==> config.mk <==
export PLATFORM = sky130hd
export DESIGN_NAME = btb_lookup
export DESIGN_NICKNAME = d
export VERILOG_FILES = /design/src/btb_pkg.sv /design/src/btb_lookup.sv
export SDC_FILE = /design/constraint.sdc
export NUM_CORES = 1
export LEC_CHECK = 0
export BUFFER_PORTS_ARGS = -buffer_cell sky130_fd_sc_hd__buf_4
export CORE_AREA = 5 5 167 169
export DETAILED_ROUTE_END_ITERATION = 12
export DIE_AREA = 0 0 172 174
export GPL_TIMING_DRIVEN = 0
export PLACE_DENSITY_LB_ADDON = 0.15
export SLEW_MARGIN = 5
export SYNTH_ARGS = -nofsm -noshare
export SYNTH_HDL_FRONTEND = slang
export SYNTH_SLANG_ARGS = --single-unit
==> constraint.sdc <==
create_clock -name clk -period 2.6 [get_ports clk]
set_clock_uncertainty 0.2 [all_clocks]
set_input_delay 0.39 -clock clk [delete_from_list [all_inputs] [get_ports clk]]
set_output_delay 0.39 -clock clk [all_outputs]
set_load 0.01 [all_outputs]
==> src/btb_pkg.sv <==
package btb_pkg;

  // ====================================================================
  // fetch group geometry
  // ====================================================================

  localparam int FETCH_SLOTS   = 4;     // instruction slots per fetch group
  localparam int INSN_BYTES    = 5;     // fixed 40 bit instruction word
  localparam int BTB_INDEX_LSB = 12;    // bank index sits above the page offset
  localparam int BTB_DEPTH_DEF = 1024;  // entries per bank unless the top overrides

  // ====================================================================
  // address and entry types
  // ====================================================================

  typedef logic [31:0] pc_addr_t;  // byte fetch address

  // one entry per slot per bank
  // the full slot address is kept so the compare needs no separate tag
  typedef struct packed {
    logic     takb;  // set when the slot branch was taken at commit
    pc_addr_t pc;    // slot address that produced the entry
    pc_addr_t tgt;   // where the taken branch went
  } btb_entry_t;     // 65 bits in all

  // a group of FETCH_SLOTS slots spans this many bytes
  localparam int GROUP_BYTES = INSN_BYTES * FETCH_SLOTS;

endpackage

==> src/btb_lookup.sv <==
`timescale 1ns/1ps

// fetch side of the btb
// drives the shared read index and resolves the per slot hits
module btb_lookup import btb_pkg::*; #(
  parameter  int DEPTH = BTB_DEPTH_DEF,
  localparam int AW    = $clog2(DEPTH)
) (
  input  logic          clk,
  input  logic          en,       // hit enable
  input  pc_addr_t      pc0,      // slot addresses of the current group
  input  pc_addr_t      pc1,
  input  pc_addr_t      pc2,
  input  pc_addr_t      pc3,
  output logic [AW-1:0] raddr,    // shared read index into the four banks
  input  btb_entry_t    rdata0,   // one entry per bank
  input  btb_entry_t    rdata1,
  input  btb_entry_t    rdata2,
  input  btb_entry_t    rdata3,
  output logic          hit,      // some slot hit
  output pc_addr_t      hit_tgt   // target of the lowest hitting slot
);

  pc_addr_t               slot_pc  [FETCH_SLOTS];  // slot k address
  btb_entry_t             slot_ent [FETCH_SLOTS];  // bank k entry
  logic [FETCH_SLOTS-1:0] slot_hit;                // per slot hit

  assign slot_pc[0]  = pc0;
  assign slot_pc[1]  = pc1;
  assign slot_pc[2]  = pc2;
  assign slot_pc[3]  = pc3;
  assign slot_ent[0] = rdata0;
  assign slot_ent[1] = rdata1;
  assign slot_ent[2] = rdata2;
  assign slot_ent[3] = rdata3;

  // ====================================================================
  // index register
  // ====================================================================

  // first edge after pc0 moves, the bank read lands on the next one
  always_ff @(posedge clk) begin
    raddr <= pc0[BTB_INDEX_LSB +: AW];
  end

  // ====================================================================
  // hit resolve
  // ====================================================================

  always_comb begin
    for (int k = 0; k < FETCH_SLOTS; k++) begin
      slot_hit[k] = en && slot_ent[k].takb     // only taken entries redirect
                    && (slot_pc[k] == slot_ent[k].pc);  // full address compare
    end
  end

  // walk down so the lowest slot ends up winning
  always_comb begin
    hit     = |slot_hit;
    hit_tgt = '0;
    for (int k = FETCH_SLOTS - 1; k >= 0; k--) begin
      if (slot_hit[k]) begin
        hit_tgt = slot_ent[k].tgt;
      end
    end
  end

endmodule

======== Yosys cells after proc, flatten, opt, wreduce, memory -nomap -nowiden ========
Index checks and enable logic that the tools add are counted.
storage, ports and cells
  register bits ........................... 10
  input port bits ......................... 390
  output and inout bits ................... 43
  logic and storage cells ................. 18
operators by class
  eq/ne operators ......................... 4
  muxes and demuxes ....................... 4
  reductions and logical operators ........ 9
operators with widths
  operator             number
  $eq A32 B32 Y1       4
  $mux W32             4
  $logic_and A1 B1 Y1  8
  $reduce_or A4 Y1     1

======== Depth between registers and ports, before layout ========
Gate-level depths: netlist of the first run.
  depth in word-level cells ............... 6
  depth in mapped cells ................... 8
  gate-level depth less buffers ........... 6

======== Least setup slack after synthesis of the first run ========
No wires, ideal clock.
  path type ............................... input-to-output
  start ................................... input port rdata3[42] (netlist bit)
  end ..................................... output port hit_tgt[10]
  arrival ................................. 1796 ps
  required time ........................... 2010 ps
  setup slack ............................. 214 ps
  cell stages on the path ................. 7
  path buffers ............................ 1
  cell sequence ........................... xnor2_1 > nand4_1 > nor4_2 > nand3_2 > buf_6 > o311a_1 > o21ai_1
on the way
  longest elaborated chain between the ends .. 6
ends and longest elaborated chain
  element                 RTL line          text
  start, declared         btb_lookup.sv:19  input btb_entry_t rdata3,
  $eq A32 B32 Y1          btb_lookup.sv:53  && (slot_pc[k] == slot_ent[k].pc);
  $logic_and A1 B1 Y1     btb_lookup.sv:53
  $mux W32 (4 in series)  btb_lookup.sv:62  if (slot_hit[k]) begin
  end, declared           btb_lookup.sv:21  output pc_addr_t hit_tgt
No other way between the ends.

======== Worst setup path after layout of the first run ========
  start ................................... input port pc3[20]
  end ..................................... output port hit_tgt[29]
on the way
  longest elaborated chain between the ends .. 6
ends and longest elaborated chain
  element                 RTL line          text
  start, declared         btb_lookup.sv:14  input pc_addr_t pc3,
  $eq A32 B32 Y1          btb_lookup.sv:53
  $logic_and A1 B1 Y1     btb_lookup.sv:53
  $mux W32 (4 in series)  btb_lookup.sv:62
No other way between the ends.

==> impl_metrics.ini, run 1 <==
[yosys]
synthDistinctLibCells = 26
yosysMostFrequentCell = xnor2_1
yosysWarnings = 0
synth_area_leaders = xnor2_1 32%, nand4_1 12%, o311a_1 11%
synth_top_area_cell = xnor2_1
synthTopCellsByCount = 110 x xnor2_1, 59 x nand4_1, 36 x nand3_1, 33 x nand2_1, 33 x o21ai_0
syn_inst = 420
seq_area_frac_synth = 0.0665
async_flop_share = 0
synth_nets = 810
yosys_most_used_dff = dfxtp_1
syn_area_um2 = 3010
synth_top_area_frac = 0.320
synth_edf_count = 0
syn_area_per_cell_um2 = 7.17
ys_ff_latch = 10

[sta]
setup_violations = 33
slew_headroom = 0.695
rsz0062_at_grt = yes
finalHoldViolations = 0
fin_crit_sh = 1.11
fin_crit_ns = 2.88
setup_ws_ns = -0.277
worstMarginPinSlew_ns = 0.458
tns_ns = -7.15
max_freq_ghz = 0.348
slew_viol_final = 0

[die]
core_area_um2 = 26400
rows = 60
num_io_pins = 433
die_height_um = 174
die_w_um = 172
initial_core_util = 0.114
dieArea_um2 = 29900

[setup_path]
startpoint_type = primary input
cp_max_fo = 8
arrival_ns = 2.29
crit_path_end_kind = primary output
critPathRequiredTime_ns = 2.01
path_class = primary input to primary output

[power_and_ir_drop]
power_density_nw_per_um2 = 168
leakage_nw = 3.50
ir_worst_vdd_v = 0.000295

[layout]
synthToLayoutAreaGrowth_pct = 157
final_nets = 1264
reg_top3 = raddr: 10 flops
regMostFlops = raddr
fin_util = 0.293
drive_gt1_frac = 0.630
antenna_cells = 0
n_fill_cell = 2895
largest_reg_flops = 10

[grt]
antenna_found_initial = 0
grt_overflow = 0
grt.total_usage = 0.137
grt_pass1_vias = 5650
grt_max_degree = 11
grt_pass1_wl_um = 31800

[drt]
drt_wl_total_um = 22700
ant_nets = 0
routedWlPerCell_um = 18.7
vias_per_cell = 4.19
drt-initial-drc-count = 153
dr_total_vias = 5081
route.detailed.drc = 0
drtPass1Iterations = 4

[placed_design]
hpwl_um = 19800
gp_congestion = 0.814
pre_cts_slack_ns = -0.834
portBuffers = 432

[min_path]
hold_depth = 1
hp-class = primary input to flip-flop

[clock_network]
numCtsBuffers = 3
htree_levels = 1
cts_root_buf = clkbuf_16
cts_max_path_buffers = 2
clkSinkCount = 10
cts_tree = done
cts.reportedPaths.clkPinSlew_ns = 0.04

[flow_run]
maxCapViolations = 0

[run_status]
violations = setup timing
status = finished, violations left
-- per-layer routing --
metal  track usage  wire (µm)
met4        0.0292        444
met5             0          0
met1         0.140       7900
met2         0.266      12000
met3        0.0443       2390
-- cell type report --
cell class,count,area (µm²),area share
tap,341,427,0.0551
buffer,34,313,0.0404
timing repair buffer,451,3610,0.466
multi-input combinational,371,3100,0.400
sequential,10,200,0.0258
clock buffer,4,88.8,0.0115
inverter,3,11.3,0.00145
-- per-stage QoR --
stage	std cells	instance area [µm²]	hold WS [ns]	total power [mW]
floorplan	420	3010	0.218	0.388
global placement	1193	6680	0.310	0.937
detailed placement	1193	6680	0.312	0.942
CTS	1212	7400	0.0686	1.29
global route	1214	7740	0.0676	1.38
finish	1214	7740	0.0720	1.30
-- path summary, 6_finish.rpt --
path	startpoint	endpoint	slack (ns)
worst max-delay path	pc3[20]	hit_tgt[29]	-0.28
worst min-delay path	pc0[17]	raddr[5]$_DFF_P_	0.07
-- logic make-up after synthesis --
logic type / Yosys count / synth area share
buf+inv: 39 / 0.0690
xor+xnor: 125 / 0.364
flops: 10 / 0.0665
compound gates: 100 / 0.222
simple gates: 146 / 0.278
-- worst max-delay path: stages --
cell and delay [ns]:
buf_6 0.10, xnor2_2 0.18, nand4_1 0.17, nor4_4 0.36, nand3_4 0.14, buf_12 0.18
clkbuf_16 0.15, o311a_4 0.36, o21ai_2 0.11, buf_4 0.13
-- power breakdown --
group / switching (mW) / total, mW / internal, mW / leakage [nW]
clock: 0.0700 / 0.301 / 0.231 / 0.0442
combinational: 0.280 / 0.836 / 0.557 / 3.37
sequential: 0.00215 / 0.165 / 0.162 / 0.0844
-- cells in the final DEF, fill, tap and decap left out --
cell         n
clkbuf_4     6
bufbuf_16    1
xnor2_1     84
clkbuf_8     1
a222oi_1     1
nand4_1     59
o21ai_0     11
nor4_1       1
o22ai_1      1
o21ai_2     15
o311a_4     10
o211ai_1     1
nor4_2       1
inv_1        3
o311a_1     22
xor2_1      15
nor4_4       6
xnor2_4      1
nand2_1     33
or3_1        1
nand3_1     35
clkbuf_1     5
clkbuf_2     4
buf_2        3
nor2_4       1
dfxtp_1     10
buf_4      421
xnor2_2     25
nor3_1       2
and3_1       2
buf_12       6
o21ai_4      2
nand3_4      2
o21ai_1     37
clkbuf_16    6
and3_4       1
buf_8        8
buf_6       28
nor3_4       2
-- timing repair --
item | 4_1_cts | 5_1_grt
endpoints found under the setup margin | 33 | 33
setup buffers | 12 | 1
gates cloned | 5 | 3
resized for setup | 98 | 89
pin swaps | 56 | 62
hold buffers | 0 | 0
Note: power is estimated with default switching activity, not from simulation.
==> inputs of run 2 (changes only) <==
--- a/config.mk
+++ b/config.mk
@@ -10,7 +10,7 @@
 export DETAILED_ROUTE_END_ITERATION = 12
 export DIE_AREA = 0 0 172 174
 export GPL_TIMING_DRIVEN = 0
-export PLACE_DENSITY_LB_ADDON = 0.15
+export PLACE_DENSITY = 0.46
 export SLEW_MARGIN = 5
 export SYNTH_ARGS = -nofsm -noshare
 export SYNTH_HDL_FRONTEND = slang
==> run 2 against run 1 <==
Effect of this change:
- the flow still finishes with violations (setup timing)
- global-route usage is 0.32 points higher
- core utilization shrank 0.80 points
- power is essentially flat
- final area is 2.7% lower
- combinational power is 2.9% lower
- critical path depth up 2
- critical path type unchanged
- via count is 0.31% higher
- flip-flop and latch count did not move
- count of clock-buffer cells in the layout is the same
- routed wire length rose by 1.4%
==> impl_metrics.ini, run 2 (synthesized netlist as in run 1, its figures left out) <==
[run_status]
status = finished, violations left
violations = setup timing

[sta]
setup_ws_ns = -0.248
finalHoldViolations = 0
max_freq_ghz = 0.351
slew_headroom = 0.678
worstMarginPinSlew_ns = 0.483
rsz0062_at_grt = yes
setup_violations = 33
whs_ns = 0.0606
slew_viol_final = 0
fin_crit_ns = 2.85
fin_crit_sh = 1.10

[drt]
drt_wl_total_um = 23100
dr.max_layer_used = met4
ant_nets = 0
vias_per_cell = 4.20
met2_length_um = 11900
drt-initial-drc-count = 135
dr_total_vias = 5097
route.detailed.drc = 0
drtPass1Iterations = 4
drt-met1-wl_um = 8500
wl_met3_um = 2180
routedWlPerCell_um = 19.0

[clock_network]
cts.reportedPaths.clkPinSlew_ns = 0.05
cts_tree = done
htree_levels = 1
cts_root_buf = clkbuf_16
ctsHoldBuffers = 0
numCtsBuffers = 3
clkSinkCount = 10
cts_max_path_buffers = 2

[setup_path]
crit_chain = buf_4 -> xnor2_1 -> nand4_1 -> nor4_4 -> buf_6 -> and3_4 -> buf_12 -> buf_12 -> buf_16 -> o311a_1 -> o21ai_1 -> buf_4
slowest_stage = nor4_4
path_class = primary input to primary output
cp_max_fo = 8
max_stage_delay_ns = 0.31
startpoint_type = primary input
critPathBufInv = 6
critPathRequiredTime_ns = 2.01
crit_path_end_kind = primary output
arrival_ns = 2.26
cp_top_family = buffers and inverters

[power_and_ir_drop]
switching_power_mw = 0.365
clockPowerShare = 0.250
internal_power_mw = 0.936
power_density_nw_per_um2 = 173
leakage_nw = 3.36
swShare = 0.280
p_seq_frac = 0.126
power_mw = 1.30
ir_worst_vdd_v = 0.000454
p_comb_frac = 0.624

[grt]
grt_pass1_wl_um = 32000
grt_max_degree = 11
grt.total_usage = 0.140
grt_pass1_vias = 5567
antenna_found_initial = 0
grt_overflow = 0

[die]
dieArea_um2 = 29900
rows = 60
core_area_um2 = 26400
num_io_pins = 433
die_w_um = 172
initial_core_util = 0.114
die_height_um = 174

[layout]
synthToLayoutAreaGrowth_pct = 150
drive_gt1_frac = 0.619
design_area_um2 = 7530
reg_top3 = raddr: 10 flops
fin_util = 0.285
largest_reg_flops = 10
antenna_cells = 0
regMostFlops = raddr
final_common_cell = buf_4
final_cell_mix = 425 x buf_4, 95 x xnor2_1, 59 x nand4_1
final_nets = 1263

[flow_run]
maxCapViolations = 0

[min_path]
hp-class = primary input to flip-flop

[placed_design]
dpl_cell_area_um2 = 6680
portBuffers = 432
gp_congestion = 0.828
hpwl_um = 20100
-- run 2: cell count changes in the layout (fill, tap and decap cells not counted), sizes merged --
cell,before,now
bufbuf,1,0
clkbuf,22,17
buf,466,471
-- run 2: final timing paths --
path / start / endpoint / cells past startpoint
worst max-delay path: rdata2[34] / hit_tgt[6] / 12
worst min-delay path: pc0[12] / raddr[0]$_DFF_P_ / 1
-- run 2: layout make-up --
type,instances,area (µm²)
clock buffer,4,88.8
timing repair buffer,450,3520
tap,341,427
buffer,34,292
fill,2914,18900
inverter,3,11.3
multi-input combinational,371,2990
sequential,10,200
-- run 2: timing repair --
item | in CTS | in global routing
endpoints found under the setup margin | 33 | 33
setup buffers | 12 | 2
gates resized for setup | 91 | 70
pin swaps | 60 | 18
cloned | 4 | 0
-- run 2: power groups by stage --
stage | registers (mW) | logic (mW) | clock network [mW]
5_1_grt | 0.165 | 0.869 | 0.334
2_1_floorplan | 0.171 | 0.216 | 0
4_1_cts | 0.164 | 0.810 | 0.329
3_3_place_gp | 0.167 | 0.767 | 0
6_report | 0.164 | 0.812 | 0.325
3_5_place_dp | 0.167 | 0.774 | 0
-- run 2: layer usage --
metal / up-vias / global-route usage
met4: 0 / 0.0328
met5: - / 0
met1: 2297 / 0.157
li1: 2486 / -
met3: 30 / 0.0348
met2: 284 / 0.262
-- run 2: metrics by stage --
step	TNS, ns	cells	setup WS [ns]
finish	-6.76	1213	-0.248
floorplan	0	420	0.214
global route	-10.92	1213	-0.374
detailed placement	-22.42	1193	-0.894
CTS	-9.15	1211	-0.341
global placement	-23.13	1193	-0.906
