## config.mk

```make
export PLATFORM = sky130hd
export DESIGN_NAME = next_pc_select
export DESIGN_NICKNAME = d
export VERILOG_FILES = /design/src/btb_pkg.sv /design/src/next_pc_select.sv
export SDC_FILE = /design/constraint.sdc
export NUM_CORES = 1
export LEC_CHECK = 0
export ABC_AREA = 0
export BUFFER_PORTS_ARGS = -buffer_cell sky130_fd_sc_hd__buf_2
export CORE_MARGIN = 8
export CORE_UTILIZATION = 39
export DETAILED_ROUTE_END_ITERATION = 7
export GPL_TIMING_DRIVEN = 0
export PLACE_DENSITY = 0.85
export SYNTH_ARGS = -nofsm -noshare
export SYNTH_HDL_FRONTEND = slang
export SYNTH_SLANG_ARGS = --single-unit
```

## constraint.sdc

```tcl
create_clock -name vclk -period 3.2
set_input_delay 0.48 -clock vclk [all_inputs]
set_output_delay 0.48 -clock vclk [all_outputs]
set_load 0.03 [all_outputs]
```

## src/btb_pkg.sv

```systemverilog
package btb_pkg;

  // ====================================================================
  // fetch group geometry
  // ====================================================================

  localparam int FETCH_SLOTS   = 4;     // instruction slots per fetch group
  localparam int INSN_BYTES    = 5;     // fixed 40 bit instruction word
  localparam int BTB_INDEX_LSB = 12;    // bank index sits above the page offset
  localparam int BTB_DEPTH_DEF = 1024;  // entries per bank unless the top overrides

  // ====================================================================
  // address and entry types
  // ====================================================================

  typedef logic [31:0] pc_addr_t;  // byte fetch address

  // one entry per slot per bank
  // the full slot address is kept so the compare needs no separate tag
  typedef struct packed {
    logic     takb;  // set when the slot branch was taken at commit
    pc_addr_t pc;    // slot address that produced the entry
    pc_addr_t tgt;   // where the taken branch went
  } btb_entry_t;     // 65 bits in all

  // a group of FETCH_SLOTS slots spans this many bytes
  localparam int GROUP_BYTES = INSN_BYTES * FETCH_SLOTS;

endpackage

```

## src/next_pc_select.sv

```systemverilog
`timescale 1ns/1ps

// next fetch address priority
// miss redirect, then subroutine target, then btb hit, then sequential
module next_pc_select import btb_pkg::*; (
  input  pc_addr_t pc,                 // current group address
  input  logic     miss_done,          // branch miss recovery finished
  input  pc_addr_t misspc,             // restart address after a miss
  input  logic     do_bsr,             // subroutine call redirect
  input  pc_addr_t bsr_tgt,
  input  logic     hit,                // btb hit from lookup
  input  pc_addr_t hit_tgt,
  input  logic     micro_code_active,  // microcode owns the fetch
  input  logic     mip0v,              // valid markers per slot
  input  logic     mip1v,
  input  logic     mip2v,
  input  logic     mip3v,
  output pc_addr_t next_pc,
  output logic     takb                // next_pc is a redirect
);

  logic [FETCH_SLOTS-1:0] mip;       // markers gathered low slot first
  pc_addr_t               seq_step;  // byte step for the sequential case
  pc_addr_t               seq_pc;    // sequential next address

  assign mip = {mip3v, mip2v, mip1v, mip0v};

  // ====================================================================
  // sequential step
  // ====================================================================

  // lowest set marker k steps k+1 instructions, no marker steps a whole group
  always_comb begin
    seq_step = pc_addr_t'(GROUP_BYTES);
    for (int k = FETCH_SLOTS - 1; k >= 0; k--) begin
      if (mip[k]) begin
        seq_step = pc_addr_t'(INSN_BYTES * (k + 1));
      end
    end
  end

  assign seq_pc = micro_code_active ? pc            // hold while microcode runs
                                    : pc + seq_step;

  // ====================================================================
  // redirect priority
  // ====================================================================

  always_comb begin
    if (miss_done) begin
      next_pc = misspc;    // miss recovery beats everything
      takb    = 1'b1;
    end else if (do_bsr) begin
      next_pc = bsr_tgt;
      takb    = 1'b1;
    end else if (hit) begin
      next_pc = hit_tgt;   // predicted taken
      takb    = 1'b1;
    end else begin
      next_pc = seq_pc;
      takb    = 1'b0;
    end
  end

endmodule

```

# [Word-level counts from Yosys, hierarchy flattened]
# Index checks and enable logic that the tools add are counted.
[word_totals] reg_bits=0 latch_bits=0 ramBits=0 romBits=0 output_inout_bits=33 memories=0
[op_classes] addsub=1 mul=0 n_div=0 n_lt_le_gt_ge=0 eq_ne=0 shift=0 n_mux=10 n_bitwise=0 reduce_logical=0
[ops] operator="$mux W32" n=6
[ops] operator="$add A32 B32 Y32" n=1
[ops] operator="$mux W5" n=1
[ops] operator="$mux W1" n=3

# [Depth between registers and ports, before layout]
# Gate-level depths: netlist (run 1).
[logic_depth] depth_word=8 mapped_depth=11 depth_no_buf=10

# [Worst setup path after synthesis (run 1)]
# No wires, ideal clock.
[synth_timing] kind="input to output" start="in mip2v" end="out next_pc[28]" t_arrival_ns=3.113 t_required_ns=2.720 slack_ns=-0.393 stages=10 path_cell_list="o21bai_1 -> xnor2_1 -> ha_1 -> o21ai_0 -> a211oi_1 -> nor3_1 -> buf_2 -> nor3b_1 -> xnor2_1 -> o41ai_1"
[synth_via] elab_chain_cells=8
[synth_lines] item="start, declared" line="next_pc_select.sv:16" source="input logic mip2v,"
[synth_lines] item="$mux W5" line="next_pc_select.sv:36" source="if (mip[k]) begin"
[synth_lines] item="$mux W32 (2 in series)" line="next_pc_select.sv:36"
[synth_lines] item="$add A32 B32 Y32" line="next_pc_select.sv:43" source=": pc + seq_step;"
[synth_lines] item="$mux W32" line="next_pc_select.sv:42" source="assign seq_pc = micro_code_active ? pc"
[synth_lines] item="$mux W32" line="next_pc_select.sv:56" source="end else if (hit) begin"
[synth_lines] item="$mux W32" line="next_pc_select.sv:53" source="end else if (do_bsr) begin"
[synth_lines] item="$mux W32" line="next_pc_select.sv:50" source="if (miss_done) begin"
[synth_lines] item="end, declared" line="next_pc_select.sv:18" source="output pc_addr_t next_pc,"
# No other way between the ends.

# [Final worst setup path (run 1)]
[layout_timing] start="in mip0v" end="out next_pc[31]"
[layout_via] elab_chain_cells=6
[layout_lines] item="start, declared" line="next_pc_select.sv:14" source="input logic mip0v,"
[layout_lines] item="$mux W32" line="next_pc_select.sv:36"
[layout_lines] item="$add A32 B32 Y32" line="next_pc_select.sv:43"
[layout_lines] item="$mux W32" line="next_pc_select.sv:42"
[layout_lines] item="$mux W32" line="next_pc_select.sv:56"
[layout_lines] item="$mux W32" line="next_pc_select.sv:53"
[layout_lines] item="$mux W32" line="next_pc_select.sv:50"
# No other way between the ends.

==> run summary, run 1 <==
crit path kind - in -> out
DRT Pass-1 Iters - 4
setup TNS - -6.48 ps
min Tclk post-route - 3210 ps
sequential area share after synthesis - 0%
Die Wd - 83.5 µm
Worst Hold End - next_pc[24]
YS warnings - 0
Cell Count Post-Placement - 496
Port Buffers - 164
DRT Wirelength - 9340 µm
Post-Layout Cell Count - 504
HP Start - misspc[24]
DRC errors left - 0
GRT Total Usage - 24.0%
Initial Util - 40.6%
FFs & Latches - 0
Avg Inst Size Synth - 6.35 µm²
Syn-to-layout area delta - 64.6%
fmax - 312 MHz
die footprint - 6980 µm²
Max IR drop VDD - 0.0000869 V
clock buf count - 0
Leakage - 1.33 nW
post-DP HPWL - 7530 µm
nets - 594
row cnt - 24
Worst Setup End Kind - output port
Antenna diodes - 0
Worst Path Max Fanout - 6
initial DRC count - 130
first-pass GRT wire length - 14300 µm
number of library cell types mapped by synthesis - 51
CP Data Required Time - 2720 ps
relative slew slack - 56.0%
status - complete, but fails checks
worst hold stages - 4
failing checks - negative setup slack
DR vias/cell - 5.73
pwr dens - 164 nW/µm²
final setup fails - 1
Hold Slack - 1300 ps
per-cell routed wire length - 18.5 µm
Mapped Area - 1780 µm²
setup slack after layout - -6.48 ps
fill cell count - 403
largest net degree at the start of global routing - 11
Max-Cap Viols - 0
Core ar. - 4380 µm²
Tightest Hold Check Type - in -> out
worst-margin pin slew - 660 ps
total grt overflow - 0
final worst-path cycle share - 100%
via count - 2887
Top Ports - 169
ANT nets after route - 0
CP Launch Type - primary input
RSZ-0062 raised after global routing - yes
fin area - 2930 µm²
vias in the first global route - 3001
WP data arrival - 2730 ps
Synthesized Nets - 420
Max Slew Vio Count - 0
share of layout cells above drive strength 1 - 45.1%
initial antenna violation count - 0
footprint of the multi-input gates - 1810 µm²
Cells after Synth - 280
Final Hold Fails - 0
Die H - 83.5 µm
overall power - 0.481 mW
Seq. cell area - 0 µm²
Post-DP Area - 2690 µm²
global placer's final weighted congestion - 0.993
synth_stat cells (2+ instances only):
cell,n,area share (%)
nor4_1,3,1.1
a21o_1,2,0.84
a211oi_1,3,1.3
a221oi_1,6,3.0
buf_2,4,1.1
xnor2_1,14,6.9
nand3_1,13,3.7
nor3_1,5,1.4
o21ai_0,17,4.8
a21oi_1,16,4.5
mux2i_1,6,3.4
a21boi_0,3,1.3
o41ai_1,2,0.99
o221ai_1,13,6.4
nand2b_1,3,1.1
or3_1,3,1.1
nor3b_1,6,2.5
nand4_1,6,2.1
clkbuf_1,15,3.2
a221o_1,2,1.1
xor2_1,13,6.4
a31oi_1,3,1.1
nand3b_1,2,0.84
nor2_1,18,3.8
nand2_1,35,7.4
inv_1,9,1.9
and4_1,2,0.99
and2_1,4,1.4
o211ai_1,2,0.84
a22oi_1,14,5.9
ha_1,4,2.8
a2bb2oi_1,3,1.5
o22ai_1,6,2.1
and3_1,6,2.1
metal layers:
layer | vias to the layer above | wire length [µm] | track usage (%)
met3 | 10 | 1030 | 7.52
met5 | - | 0 | 0
met2 | 160 | 4550 | 43.3
met1 | 1293 | 3620 | 26.8
li1 | 1424 | - | -
met4 | 0 | 145 | 4.87
timing repair:
| action | CTS | global route |
|---|---|---|
| setup endpoints to repair | 25 | 25 |
| resized for setup | 20 | 32 |
| setup buffers | 2 | 5 |
| hold buffers | 0 | 0 |
| pin swaps | 7 | 16 |
| cloned | 0 | 1 |
cell type report:
class                           instances  area share, %
Multi-Input combinational cell        250           61.8
Timing Repair Buffer                  172           31.6
Buffer                                 20           3.04
Tap cell                               52           2.22
Inverter                               10           1.28
metrics by stage:
| step | setup WS [ps] | util [%] |
|---|---|---|
| floorplan | 3.57 | - |
| global placement | -424 | 61.2 |
| detailed placement | -424 | 61.2 |
| CTS | 7.49 | 63.8 |
| global route | -107 | 66.8 |
| finish | -6.48 | 66.8 |
cell usage in the layout, fill, tap and decap left out, drive strengths merged, types with 4 or more instances in the layout:
cell type	count
xor2	13
o22ai	6
clkbuf	17
nand2	35
xnor2	14
nor3b	6
o21ai	17
nand4	6
ha	4
mux2i	6
inv	9
o221ai	13
a221oi	6
a22oi	14
and2	4
nor3	5
and3	6
a21oi	16
nor4	4
nand3	14
nor2	18
buf	175
how the worst max path moves through the flow:
stage,from,to
finish,mip0v,next_pc[31]
CTS,mip1v,next_pc[31]
global placement,mip2v,next_pc[28]
detailed placement,mip2v,next_pc[8]
global route,mip0v,next_pc[31]
floorplan,mip2v,next_pc[28]
cells by family (layout without fill, tap and decap cells):
| family | Yosys count | in the layout | share of synthesized area [%] |
|---|---|---|---|
| AND/OR/NAND/NOR | 114 | 114 | 33.4 |
| AO/OA/AOI/OAI | 99 | 99 | 40.5 |
| buffers and inverters | 30 | 202 | 6.61 |
| XOR/XNOR | 27 | 27 | 13.3 |
| multiplexers | 6 | 6 | 3.38 |
| adder cells (fa/ha/maj) | 4 | 4 | 2.82 |
worst max-delay path: stages:
cell and delay (ps):
buf_8 100, nand2b_4 140, ha_4 290, and3b_2 210, mux2i_4 80, a2111oi_4 430, nand4_1 230, or3_1 400
a31oi_2 190, buf_6 150
where the power goes:
part / leakage [nW] / switching (mW) / internal (mW)
clock network: 0 / 0 / 0
logic: 1.33 / 0.281 / 0.200
registers: 0 / 0 / 0
Note: power is estimated with default switching activity, not from simulation.
==> run 2, diff against run 1 <==
==> constraint.sdc (replaced) <==
create_clock -name vclk -period 3.5
set_input_delay 0.525 -clock vclk [all_inputs]
set_output_delay 0.525 -clock vclk [all_outputs]
set_load 0.03 [all_outputs]
==> run summary, run 2 (synthesis results as in run 1) <==
CP Data Required Time - 2970 ps (was 2720 ps)
final worst-path cycle share - 95.6%
Max Slew Vio Count - 0 (unchanged)
share of layout cells above drive strength 1 - 41.7% (was 45.1%)
Hold Slack - 1400 ps (was 1300 ps)
initial DRC count - 161 (was 130)
initial antenna violation count - 0 (unchanged)
GRT Total Usage - 23.1% (was 24.0%)
Worst Path Max Fanout - 5 (was 6)
FFs & Latches - 0 (unchanged)
nets - 588 (was 594)
total grt overflow - 0 (unchanged)
Die H - 83.5 µm (unchanged)
Post-Layout Cell Count - 498 (was 504)
crit path kind - in -> out (unchanged)
Syn-to-layout area delta - 55.6% (was 64.6%)
GR Util met3 - 6.74% (was 7.52%)
setup slack after layout - 153 ps (was -6.48 ps)
worst-margin pin slew - 671 ps (was 660 ps)
commonest non-fill, non-tap cell in the layout - buf_2 (unchanged)
Leakage - 1.28 nW (was 1.33 nW)
post-DP HPWL - 7600 µm (was 7530 µm)
Top Ports - 169 (unchanged)
DRT Wirelength - 9240 µm (was 9340 µm)
Max IR drop VDD - 0.0000700 V (was 0.0000869 V)
Core ar. - 4380 µm² (unchanged)
Cell Count Post-Placement - 496 (unchanged)
DR vias/cell - 5.91 (was 5.73)
cts hold-fix bufs - 0 (unchanged)
M1 GR Usage - 26.0% (was 26.8%)
Die Wd - 83.5 µm (unchanged)
Util after Layout - 63.1% (was 66.8%)
status - finished, final reports clean (was complete, but fails checks)
Antenna diodes - 0 (unchanged)
most frequent cells in the layout - 161 x buf_2, 35 x nand2_1, 18 x nor2_1 (was 154 x buf_2, 35 x nand2_1, 17 x nor2_1)
first-pass GRT wire length - 13900 µm (was 14300 µm)
global placer's final weighted congestion - 0.935 (was 0.993)
fin area - 2770 µm² (was 2930 µm²)
pwr dens - 151 nW/µm² (was 164 nW/µm²)
DRT Pass-1 Iters - 4 (unchanged)
CP startpoint - mip1v (was mip0v)
final setup fails - 0 (was 1)
Seq. cell area - 0 µm² (unchanged)
Worst Setup End Kind - output port (unchanged)
largest net degree at the start of global routing - 11 (unchanged)
Port Buffers - 164 (unchanged)
GR peak layer - met2 (unchanged)
HP Start - misspc[8] (was misspc[24])
Max-Cap Viols - 0 (unchanged)
Post-DP Area - 2680 µm² (was 2690 µm²)
per-cell routed wire length - 18.5 µm (about the same)
via count - 2944 (was 2887)
Final Hold Fails - 0 (unchanged)
CP Launch Type - primary input (unchanged)
Tightest Hold Check Type - in -> out (unchanged)
row cnt - 24 (unchanged)
Initial Util - 40.6% (unchanged)
worst slack, placed - -212 ps (was -424 ps)
ANT nets after route - 0 (unchanged)
clock buf count - 0 (unchanged)
DRC errors left - 0 (unchanged)
WP data arrival - 2820 ps (was 2730 ps)
relative slew slack - 55.1% (was 56.0%)
fmax - 299 MHz
vias in the first global route - 2914 (was 3001)
met2 GRT Util - 42.1% (was 43.3%)
min Tclk post-route - 3350 ps
die footprint - 6980 µm² (unchanged)
[run 2: cell count changes in the layout (fill, tap and decap cells not counted), moves of 2 or more]
cell      delta
buf_4       -10
buf_2        +7
a211oi_1     +3
a211oi_2     -3
a21boi_0     +2
a21boi_1     -2
buf_6        -2
[run 2: final timing paths]
| path | endpoint | cells after the start |
|---|---|---|
| setup / recovery | next_pc[8] | 13 |
| hold / removal | next_pc[8] | 4 |
[run 2: metrics by stage]
step                TNS [ps]  total power, mW
detailed placement     -1180            0.398
global route           -26.6            0.448
CTS                        0            0.400
floorplan                  0            0.236
global placement       -1340            0.390
finish                     0            0.417
[run 2: cell type report]
cell class | count | area (µm²)
multi-input cells | 250 | 1730
fillers | 452 | 1620
plain buffers | 20 | 88.8
inverters | 10 | 37.5
repair buffers | 166 | 848
well taps | 52 | 65.1
[run 2: report_power, final]
group | switching (mW) | total (mW) | internal [mW]
logic | 0.250 | 0.417 | 0.167
clock network | 0 | 0 | 0
registers | 0 | 0 | 0
[run 2: repair_timing]
| action | in CTS | in global routing |
|---|---|---|
| setup buffers | 0 | 1 |
| gates cloned | 0 | 1 |
| pin swaps | 0 | 4 |
| endpoints found under the setup margin | 10 | 22 |
| resized for setup | 3 | 21 |
[run 2: metal layers]
metal / vias to the layer above / routed length, µm / part of all wire (%)
li1: 1413 / - / -
met1: 1363 / 3380 / 37
met2: 152 / 4700 / 51
met3: 16 / 998 / 11
met4: 0 / 151 / 1.6
met5: - / 0 / 0
[run 2: worst max-delay path: stages]
cell	delay, ps
buf_2	160
inv_1	60
a21o_1	180
ha_2	190
ha_2	200
a21oi_2	160
a211oi_1	100
nor3_2	380
buf_6	180
nor2_1	50
xnor2_1	130
o41ai_2	290
buf_4	220
