[src/btb_pkg.sv]
package btb_pkg;

  // ====================================================================
  // fetch group geometry
  // ====================================================================

  localparam int FETCH_SLOTS   = 4;     // instruction slots per fetch group
  localparam int INSN_BYTES    = 5;     // fixed 40 bit instruction word
  localparam int BTB_INDEX_LSB = 12;    // bank index sits above the page offset
  localparam int BTB_DEPTH_DEF = 1024;  // entries per bank unless the top overrides

  // ====================================================================
  // address and entry types
  // ====================================================================

  typedef logic [31:0] pc_addr_t;  // byte fetch address

  // one entry per slot per bank
  // the full slot address is kept so the compare needs no separate tag
  typedef struct packed {
    logic     takb;  // set when the slot branch was taken at commit
    pc_addr_t pc;    // slot address that produced the entry
    pc_addr_t tgt;   // where the taken branch went
  } btb_entry_t;     // 65 bits in all

  // a group of FETCH_SLOTS slots spans this many bytes
  localparam int GROUP_BYTES = INSN_BYTES * FETCH_SLOTS;

endpackage

[src/btb_update.sv]
`timescale 1ns/1ps

// commit side of the btb
// samples the four committed slots and turns them into bank writes
module btb_update import btb_pkg::*; #(
  parameter  int DEPTH = BTB_DEPTH_DEF,
  localparam int AW    = $clog2(DEPTH)
) (
  input  logic          clk,
  input  logic          rst,
  // committed group, slot 0 is the group base
  input  pc_addr_t      commit_pc0,
  input  pc_addr_t      commit_pc1,
  input  pc_addr_t      commit_pc2,
  input  pc_addr_t      commit_pc3,
  input  pc_addr_t      commit_tgt0,
  input  pc_addr_t      commit_tgt1,
  input  pc_addr_t      commit_tgt2,
  input  pc_addr_t      commit_tgt3,
  input  logic          commit_takb0,
  input  logic          commit_takb1,
  input  logic          commit_takb2,
  input  logic          commit_takb3,
  // write side of all four banks
  output logic          we,
  output logic [AW-1:0] waddr,
  output btb_entry_t    wdata0,
  output btb_entry_t    wdata1,
  output btb_entry_t    wdata2,
  output btb_entry_t    wdata3
);

  // ====================================================================
  // commit register stage
  // ====================================================================

  always_ff @(posedge clk) begin
    if (rst) begin
      we     <= 1'b0;
      waddr  <= '0;
      wdata0 <= '0;
      wdata1 <= '0;
      wdata2 <= '0;
      wdata3 <= '0;
    end else begin
      // every slot is captured, taken or not
      wdata0 <= '{takb: commit_takb0, pc: commit_pc0, tgt: commit_tgt0};
      wdata1 <= '{takb: commit_takb1, pc: commit_pc1, tgt: commit_tgt1};
      wdata2 <= '{takb: commit_takb2, pc: commit_pc2, tgt: commit_tgt2};
      wdata3 <= '{takb: commit_takb3, pc: commit_pc3, tgt: commit_tgt3};
      waddr  <= commit_pc0[BTB_INDEX_LSB +: AW];  // whole group shares slot 0 index
      // a group with no taken branch leaves the stored entries alone
      we     <= commit_takb0 | commit_takb1 | commit_takb2 | commit_takb3;
    end
  end

endmodule

[config.mk]
export PLATFORM = sky130hd
export DESIGN_NAME = btb_update
export DESIGN_NICKNAME = d
export VERILOG_FILES = /design/src/btb_pkg.sv /design/src/btb_update.sv
export SDC_FILE = /design/constraint.sdc
export NUM_CORES = 1
export LEC_CHECK = 0
export BUFFER_PORTS_ARGS = -buffer_cell sky130_fd_sc_hd__buf_2
export CAP_MARGIN = 40
export CORE_AREA = 2 2 210 212
export DETAILED_ROUTE_END_ITERATION = 8
export DIE_AREA = 0 0 212 214
export GPL_ROUTABILITY_DRIVEN = 0
export GPL_TIMING_DRIVEN = 1
export PLACE_DENSITY = 0.4
export SETUP_SLACK_MARGIN = 0.2
export SLEW_MARGIN = 25
export SYNTH_ARGS = -nofsm -noshare
export SYNTH_HDL_FRONTEND = slang
export SYNTH_SLANG_ARGS = --single-unit
[constraint.sdc]
create_clock -name clk -period 1.31 [get_ports clk]
set_input_delay 0.0655 -clock clk [delete_from_list [all_inputs] [get_ports clk]]
set_output_delay 0.0655 -clock clk [all_outputs]
set_load 0.05 [all_outputs]
=== Yosys cells after proc, flatten, opt, wreduce, memory -nomap -nowiden ===
Cells that the tools add are included.

* Input port bits: 262
* Bits in registers: 271

* Bitwise logic cells: 3

{| class="wikitable"
|+ Operator list
! cell !! number
|-
| $or 1x1->1 || 3
|}

=== Logic depth before layout (Yosys ltp) ===
Gate-level depths: netlist of the first run.

* Depth after elaboration: 3
* Gate-level depth with buffers: 4
* Depth with buffers taken out: 2

=== Worst setup path before layout of the first run ===
OpenSTA, ideal clock, no wires.

* Kind: register to output
* Start point: reg, netlist name waddr[0]
* End point: out wdata0[44] (netlist bit)
* Arrival: 0.894 ns
* Setup slack: 0.350 ns
* Data required time: 1.245 ns
* Cell stages (with the launch flop): 2
* Cell sequence: dfxtp_1 > buf_4

{| class="wikitable"
|+ RTL lines
! what !! line !! source
|-
| end: declaration || btb_update.sv:27 || <nowiki>output btb_entry_t wdata0,</nowiki>
|}

=== Worst setup path after layout of the first run ===
* Start point: reg wdata3[25] (netlist bit)
* End point: out wdata3[25] (netlist bit)

{| class="wikitable"
|+ RTL lines
! what !! line !! source
|-
| start: declaration || btb_update.sv:30 || <nowiki>output btb_entry_t wdata3</nowiki>
|-
| start signal: assignment || btb_update.sv:50 || <nowiki>wdata3 <= '{takb: commit_takb3, pc: commit_pc3, tgt: commit_tgt3};</nowiki>
|}

No word-level cell between the ends.

==> flow_metrics.py, run 1 <==
metrics = {
    "final_layout": {
        "drive_gt1_share_pct": 72.8,
        "stdcell_area_mm2": 0.0189,
        "synthToLayoutAreaGrowth_pct": 122,
        "multi_input_area_mm2": 0.00280,
        "fillers": 3768,
        "fin_util_pct": 44.2,
        "seqCellArea_mm2": 0.00557,
        "final_nets": 1694,
    },
    "yosys": {
        "synth_flop_cell": "dfxtp_1",
        "yosysUniqueCellTypes": 11,
        "synth-edff-count": 0,
        "synthTopCellsByCount": "261 x dfxtp_1, 138 x nor2b_4, 70 x nor2b_1",
        "syn_area_mm2": 0.00854,
        "synth_area_leader_cell": "dfxtp_1",
        "yosysTopAreaCellShare_pct": 61.2,
        "async_reset_ff_share_pct": 0,
        "seq_area_frac_synth_pct": 61.2,
        "synth-seq-cells": 261,
        "syn_nets": 824,
        "synthCells": 562,
        "yosys_warnings": 0,
        "synth_area_leaders": "dfxtp_1 61%, nor2b_4 22%, nor2b_2 5.3%",
        "synth.most_common_cell": "dfxtp_1",
        "syn_avg_cell_area_um2": 15.2,
    },
    "floorplanning": {
        "row_count": 76,
        "die-width_um": 212,
        "ioPinCount": 533,
        "core_area_mm2": 0.0429,
        "die-area_mm2": 0.0454,
        "start_util_pct": 19.9,
        "die_h_um": 214,
    },
    "global_routing": {
        "grt_pass1_wl_um": 44000,
        "antenna_found_initial": 2,
        "grtUsageTotal_pct": 12.6,
        "grt_pass1_vias": 7864,
        "grt_max_degree": 42,
        "overflow": 0,
    },
    "worst_setup_path": {
        "worstSetupPathType": "reg2out",
        "slowest_stage": "dfxtp_4",
        "critical_path.endpoint": "wdata3[25]",
        "crit_fanout": 1,
        "crit_path_end_kind": "output port",
        "cpLargestDelayFamily": "flip-flops",
        "max_stage_delay_ns": 0.37,
        "start_kind": "flip-flop",
        "path_cells": "buf_8",
        "cp.depth": 1,
        "cp_num_buf_inv": 1,
        "required_ns": 1.24,
        "critPathArrivalTime_ns": 1.10,
        "crit_start": "wdata3[25]",
    },
    "timing": {
        "maxSlewHeadroom_pct": 75.3,
        "worst_slew_pin_slew_ns": 0.370,
        "max_freq_mhz": 861,
        "finalHoldViolCount": 0,
        "min_period_ns": 1.16,
        "maxSlewViolCount": 0,
        "rsz0062_at_grt": "true",
        "hold_slack_ns": 0.0519,
        "setup-violations-final": 0,
        "post-route-period-util_pct": 88.7,
        "fin_tns_setup_ns": 0,
    },
    "power": {
        "p_int_uw": 15900,
        "power_frac_comb_pct": 22.8,
        "leakage_uw": 0.00865,
        "cellPowerDensity_mw_per_mm2": 1160,
        "irDropWorstVdd_uv": 915,
        "switching_share_pct": 27.8,
        "pwr-share-clk_pct": 37.5,
        "p_switching_uw": 6120,
        "power.share.sequential_pct": 39.7,
    },
    "placement": {
        "dp_hpwl_um": 18800,
        "port_buffers": 532,
        "dpl-instance-area_mm2": 0.0118,
    },
    "detailed_routing": {
        "num_vias": 7089,
        "viasPerCell": 3.48,
        "firstDrtPassIters": 4,
        "totalWireLength_um": 30500,
        "routedWlPerCell_um": 15.0,
        "antenna_left": 0,
        "drc_errors": 0,
        "dr.first_iter.drc_count": 196,
    },
    "clock_network": {
        "htreeDepth": 1,
        "cts_tree": "built",
        "cts.path.max_buffers": 3,
        "cts_buffers": 30,
        "postCtsSetupBuffers": 0,
        "clkTransAtPathRegs_ns": 0.06,
        "cts.sinks": 261,
        "cts_root_buf": "clkbuf_16",
    },
    "run_status": {
        "status": "finished clean",
    },
    "min_path": {
        "hp-class": "in2reg",
    },
    "job": {
        "drv_cap": 0,
    },
}
==> layout by cell type, fill, tap and decap left out, drive strengths merged <==
cell type    netlist  layout
buf               39     558
dlygate4sd3        0     319
dfxtp            261     261
nor2b            260     260
clkbuf             0      42
clkinv             0       8
diode              0       1
nor4               1       1
nor2               1       1
bufinv             0       1
==> worst min-delay path, cell delays in order <==
cell and delay, ns:
buf_8 0.13, buf_12 0.25, nor2b_1 0.11
==> state kept, by name, indices dropped and copies added, names as in the netlist <==
| register | count |
|---|---|
| wdata2 | 65 |
| wdata0 | 56 |
| wdata1 | 65 |
| waddr | 9 |
| we | 1 |
| wdata3 | 65 |
==> per-layer routing <==
layer,vias to the layer above,GRT usage (%),part of all wire (%)
li1,3425,-,-
met2,313,25.3,56
met4,2,4.55,3.5
met5,-,0,0.023
met1,3293,11.4,32
met3,56,4.21,8.2
==> cell families after synthesis <==
kind of cell           count (synthesis)  synth area share (%)
AND/OR/NAND/NOR                      262                  32.8
flip-flops                           261                  61.2
buffers and inverters                 39                  5.98
==> power by group through the flow <==
| stage | combinational, uW | clock [uW] | sequential, uW |
|---|---|---|---|
| 3_3_place_gp | 3400 | 0 | 8650 |
| 4_1_cts | 4870 | 8540 | 8700 |
| 5_1_grt | 5240 | 8870 | 8790 |
| 3_5_place_dp | 3400 | 0 | 8650 |
| 2_1_floorplan | 941 | 0 | 10200 |
| 6_report | 5040 | 8270 | 8760 |
==> repair_timing <==
item                                    CTS  global route
endpoints found under the hold margin   261             0
pin swaps                                 0             0
gates resized for setup                 910           169
hold buffers                            320             0
endpoints found under the setup margin  271           272
==> per-stage QoR <==
step                setup slack (ns)  power, uW  instances
finish                         0.148      22100       2037
global route                   0.104      22900       2037
CTS                            0.100      22100       2037
detailed placement             0.373      12100       1666
global placement               0.377      12100       1666
floorplan                      0.350      11100        562
==> final cells by class <==
| cell class | instances | area share, % |
|---|---|---|
| tap | 585 | 3.86 |
| antenna | 1 | 0.0132 |
| sequential | 261 | 29.4 |
| timing repair buffer | 877 | 46.8 |
| clock inverter | 9 | 0.390 |
| clock buffer | 42 | 4.73 |
| multi-input combinational | 262 | 14.8 |
==> worst min-delay path by stage <==
stage	to	startpoint	slack (ns)	cells past startpoint
after floorplan	we	commit_takb2	0.19	2
after global placement	wdata3[41]	commit_pc3[9]	0.27	2
after detailed placement	wdata3[25]	commit_tgt3[25]	0.28	2
after CTS	wdata0[13]	rst	0.001	3
after global routing	wdata0[13]	rst	0.04	3
final	wdata2[63]	rst	0.05	3
Note: power is estimated with default switching activity, not from simulation.
==> run 2, diff against run 1 <==
--- a/config.mk
+++ b/config.mk
@@ -13,7 +13,7 @@
 export GPL_ROUTABILITY_DRIVEN = 0
 export GPL_TIMING_DRIVEN = 1
 export PLACE_DENSITY = 0.4
-export SETUP_SLACK_MARGIN = 0.2
+export SETUP_SLACK_MARGIN = 0.3
 export SLEW_MARGIN = 25
 export SYNTH_ARGS = -nofsm -noshare
 export SYNTH_HDL_FRONTEND = slang
==> run 2 against run 1 <==
Fmax about the same; highest routed layer unchanged; via count about the same; design area barely moved; sequential power about the same; flip-flop and latch count is the same; wire length about the same; hold slack got worse by 0.00083 ns.
==> flow_metrics.py, run 2 (same netlist as run 1, synthesis figures left out) <==
metrics = {
    "floorplanning": {
        "die-area_mm2": 0.0454,
        "ioPinCount": 533,
        "die_h_um": 214,
        "row_count": 76,
        "core_area_mm2": 0.0429,
        "die-width_um": 212,
        "start_util_pct": 19.9,
    },
    "clock_network": {
        "cts_buffers": 30,
        "cts.path.max_buffers": 3,
        "cts_root_buf": "clkbuf_16",
        "cts.sinks": 261,
        "htreeDepth": 1,
        "clkTransAtPathRegs_ns": 0.06,
        "cts_tree": "built",
    },
    "worst_setup_path": {
        "cp_num_buf_inv": 1,
        "max_stage_delay_ns": 0.37,
        "critPathArrivalTime_ns": 1.10,
        "slowest_stage": "dfxtp_4",
        "crit_fanout": 1,
        "path_cells": "buf_8",
        "worstSetupPathType": "reg2out",
        "crit_path_end_kind": "output port",
        "cpLargestDelayFamily": "flip-flops",
        "start_kind": "flip-flop",
        "required_ns": 1.24,
    },
    "timing": {
        "maxSlewHeadroom_pct": 74.9,
        "rsz0062_at_grt": "true",
        "post-route-period-util_pct": 88.7,
        "min_period_ns": 1.16,
        "fin_tns_setup_ns": 0,
        "max_freq_mhz": 861,
        "maxSlewViolCount": 0,
        "setup-violations-final": 0,
        "finalHoldViolCount": 0,
        "worst_slew_pin_slew_ns": 0.376,
    },
    "placement": {
        "placedCellCount": 1666,
        "dp_hpwl_um": 18800,
        "port_buffers": 532,
        "dpl-instance-area_mm2": 0.0118,
    },
    "global_routing": {
        "grt_max_degree": 42,
        "antenna_found_initial": 2,
        "grt_pass1_vias": 7854,
        "overflow": 0,
        "grt_pass1_wl_um": 44000,
        "grtUsageTotal_pct": 12.6,
    },
    "final_layout": {
        "stdcell_area_mm2": 0.0190,
        "layout_common_cells": "318 x dlygate4sd3_1, 260 x buf_2, 252 x dfxtp_2",
        "drive_gt1_share_pct": 72.8,
        "final_common_cell": "dlygate4sd3_1",
        "fin_util_pct": 44.2,
        "reg_top3": "wdata1 (65), wdata2 (65), wdata3 (65)",
        "synthToLayoutAreaGrowth_pct": 122,
        "stdcell_count": 2037,
        "final_nets": 1694,
        "fillers": 3771,
    },
    "detailed_routing": {
        "num_vias": 7088,
        "viasPerCell": 3.48,
        "antenna_left": 0,
        "firstDrtPassIters": 4,
        "routedWlPerCell_um": 15.0,
        "totalWireLength_um": 30500,
        "dr.first_iter.drc_count": 209,
        "drc_errors": 0,
    },
    "job": {
        "drv_cap": 0,
    },
    "min_path": {
        "hold_end": "wdata2[63]",
        "hp-class": "in2reg",
        "min_path_cells": 3,
        "min_from": "rst",
    },
    "run_status": {
        "status": "finished clean",
    },
    "power": {
        "irDropWorstVdd_uv": 914,
        "cellPowerDensity_mw_per_mm2": 1160,
        "leakage_uw": 0.00866,
    },
}
==> run 2: changes by cell type in the layout (fill, tap and decap cells not counted) <==
| cell | previous run | this run |
|---|---|---|
| dlygate4sd3_1 | 319 | 318 |
| dlymetal6s4s_1 | 0 | 1 |
==> run 2: worst max path at each step <==
stage | slack [ns] | from | to | depth (start not counted)
after detailed placement | 0.37 | rst | wdata0[9] | 4
final | 0.15 | wdata3[25] | wdata3[25] | 1
after global routing | 0.10 | wdata3[25] | wdata3[25] | 1
after CTS | 0.10 | wdata0[53] | waddr[9] | 1
after floorplan | 0.35 | waddr[0] | wdata0[44] | 1
after global placement | 0.38 | rst | wdata0[14] | 4
==> run 2: stage by stage <==
step	hold WS [ns]	setup slack, ns	power, uW
2_1_floorplan	0.186	0.350	11100
3_3_place_gp	0.271	0.377	12100
3_5_place_dp	0.277	0.373	12100
4_1_cts	0.00116	0.100	22100
5_1_grt	0.0363	0.104	22900
6_report	0.0511	0.148	22100
==> run 2: layout make-up <==
class	count	area (um^2)	share of cell area (%)
Tap cell	585	732	3.86
Antenna cell	1	2.50	0.0132
Clock inverter	9	73.8	0.390
Sequential cell	261	5570	29.4
Timing Repair Buffer	877	8870	46.8
Clock buffer	42	897	4.73
Multi-Input combinational cell	262	2800	14.8
==> run 2: report_power, final <==
part / leakage, uW / switching [uW] / internal, uW
logic: 0.00593 / 2460 / 2580
clock network: 0.000489 / 3360 / 4900
registers: 0.00225 / 302 / 8450
total: 0.00866 / 6120 / 15900
==> run 2: what timing repair did <==
item                                   in CTS  in global routing
gates cloned                                0                  0
endpoints found under the hold margin     261                  0
resized for setup                         910                170
setup endpoints to repair                 271                273
setup buffers                               0                  0
hold buffers                              319                  0
==> run 2: layer usage <==
layer | vias to the layer above | share of wire [%] | global-route usage (%)
li1 | 3422 | - | -
met2 | 313 | 56 | 25.3
met1 | 3295 | 32 | 11.4
met5 | - | 0.039 | 0
met3 | 56 | 8.2 | 4.19
met4 | 2 | 3.5 | 4.55
==> run 3, diff against run 2 <==
--- a/config.mk
+++ b/config.mk
@@ -12,7 +12,7 @@
 export DIE_AREA = 0 0 212 214
 export GPL_ROUTABILITY_DRIVEN = 0
 export GPL_TIMING_DRIVEN = 1
-export PLACE_DENSITY = 0.4
+export PLACE_DENSITY_LB_ADDON = 0.08
 export SETUP_SLACK_MARGIN = 0.3
 export SLEW_MARGIN = 25
 export SYNTH_ARGS = -nofsm -noshare
==> run 3 against run 2 <==
Utilization decreased by 0.20 points; sequential share of layout area up 0.12 points; first-iteration DRC count down 42%; hold slack improved by 0.015 ns.
==> flow_metrics.py, run 3 (same netlist as run 1, synthesis figures left out) <==
metrics = {
    "run_status": {
        "status": "finished clean",
    },
    "global_routing": {
        "grt_max_degree": 24,
        "grt_pass1_vias": 7757,
        "use_met2_pct": 24.4,
        "grt_pass1_wl_um": 43600,
        "grtUsageTotal_pct": 12.5,
        "antenna_found_initial": 1,
        "use_met1_pct": 12.0,
        "busiest_layer": "met2",
        "overflow": 0,
        "grtUsageMet3_pct": 4.21,
    },
    "final_layout": {
        "final_nets": 1680,
        "synthToLayoutAreaGrowth_pct": 121,
        "stdcell_area_mm2": 0.0189,
        "reg_top3": "wdata1 (65), wdata2 (65), wdata3 (65)",
        "fin_util_pct": 44.0,
        "drive_gt1_share_pct": 73.4,
        "final_common_cell": "dlygate4sd3_1",
        "layout_common_cells": "305 x dlygate4sd3_1, 260 x buf_2, 253 x dfxtp_2",
        "fillers": 3941,
    },
    "timing": {
        "worst_slew_pin_slew_ns": 0.380,
        "post-route-period-util_pct": 88.8,
        "max_freq_mhz": 859,
        "finalHoldViolCount": 0,
        "min_period_ns": 1.16,
        "rsz0062_at_grt": "true",
        "maxSlewViolCount": 0,
        "fin_tns_setup_ns": 0,
        "setup-violations-final": 0,
        "maxSlewHeadroom_pct": 74.7,
        "fin_ws_ns": 0.146,
    },
    "clock_network": {
        "cts.path.max_buffers": 3,
        "cts.sinks": 261,
        "htreeDepth": 1,
        "cts_buffers": 31,
        "cts_tree": "built",
        "cts_root_buf": "clkbuf_16",
        "clkTransAtPathRegs_ns": 0.06,
    },
    "min_path": {
        "hp-class": "in2reg",
    },
    "detailed_routing": {
        "antenna_left": 0,
        "routedWlPerCell_um": 14.5,
        "firstDrtPassIters": 2,
        "viasPerCell": 3.43,
        "dr.first_iter.drc_count": 121,
        "num_vias": 6961,
        "totalWireLength_um": 29400,
        "drc_errors": 0,
    },
    "floorplanning": {
        "row_count": 76,
        "ioPinCount": 533,
        "die-area_mm2": 0.0454,
        "start_util_pct": 19.9,
        "core_area_mm2": 0.0429,
        "die-width_um": 212,
        "die_h_um": 214,
    },
    "power": {
        "p_total_uw": 22000,
        "leakage_uw": 0.00859,
        "irDropWorstVdd_uv": 946,
        "cellPowerDensity_mw_per_mm2": 1170,
    },
    "worst_setup_path": {
        "max_stage_delay_ns": 0.38,
        "start_kind": "flip-flop",
        "path_cells": "buf_8",
        "slowest_stage": "dfxtp_4",
        "required_ns": 1.24,
        "cpLargestDelayFamily": "flip-flops",
        "cp_num_buf_inv": 1,
        "critPathArrivalTime_ns": 1.10,
        "worstSetupPathType": "reg2out",
        "crit_fanout": 2,
        "crit_path_end_kind": "output port",
    },
    "job": {
        "drv_cap": 0,
    },
    "placement": {
        "port_buffers": 532,
        "dp_slack_ns": 0.382,
        "dpl-instance-area_mm2": 0.0118,
        "dp_hpwl_um": 21000,
    },
}
run 3: changes by cell type in the layout (fill, tap and decap cells not counted), moves of 2 or more:
| cell | change |
|---|---|
| buf_12 | +5 |
| dlygate4sd3_1 | -13 |
| inv_6 | +2 |
| buf_4 | -5 |
| clkbuf_1 | +2 |
| buf_8 | -2 |
run 3: stage by stage:
stage	hold slack, ns	instances
2_1_floorplan	0.186	562
3_3_place_gp	0.273	1665
3_5_place_dp	0.276	1665
4_1_cts	0.0300	2026
5_1_grt	0.0638	2027
6_report	0.0662	2027
run 3: what timing repair did:
| item | in CTS | in global routing |
|---|---|---|
| endpoints found under the hold margin | 261 | 0 |
| hold buffers | 305 | 0 |
| buffers inserted | 0 | 0 |
| gates resized for setup | 931 | 130 |
| endpoints found under the setup margin | 271 | 271 |
| cloned | 0 | 0 |
run 3: final cells by class:
type	instances	area (um^2)	area share, %
antenna	1	2.50	0.0133
clock buffer	45	918	4.87
clock inverter	11	66.3	0.352
multi-input combinational	262	2800	14.9
sequential	261	5570	29.5
tap	585	732	3.88
timing repair buffer	862	8770	46.5
run 3: final timing paths:
kind	cells past startpoint	start	slack [ns]	to
max	1	waddr[8]	0.15	waddr[8]
min	3	rst	0.07	wdata0[32]
run 3: layer usage:
metal | vias to the layer above | wire [um]
met1 | 3236 | 9890
met5 | - | 0
met3 | 39 | 2650
met4 | 0 | 746
li1 | 3402 | -
met2 | 284 | 16100
run 3: power by group:
part           internal (uW)  switching (uW)  leakage (uW)
sequential              8450             280       0.00225
combinational           2560            2430       0.00585
clock                   4830            3430      0.000497
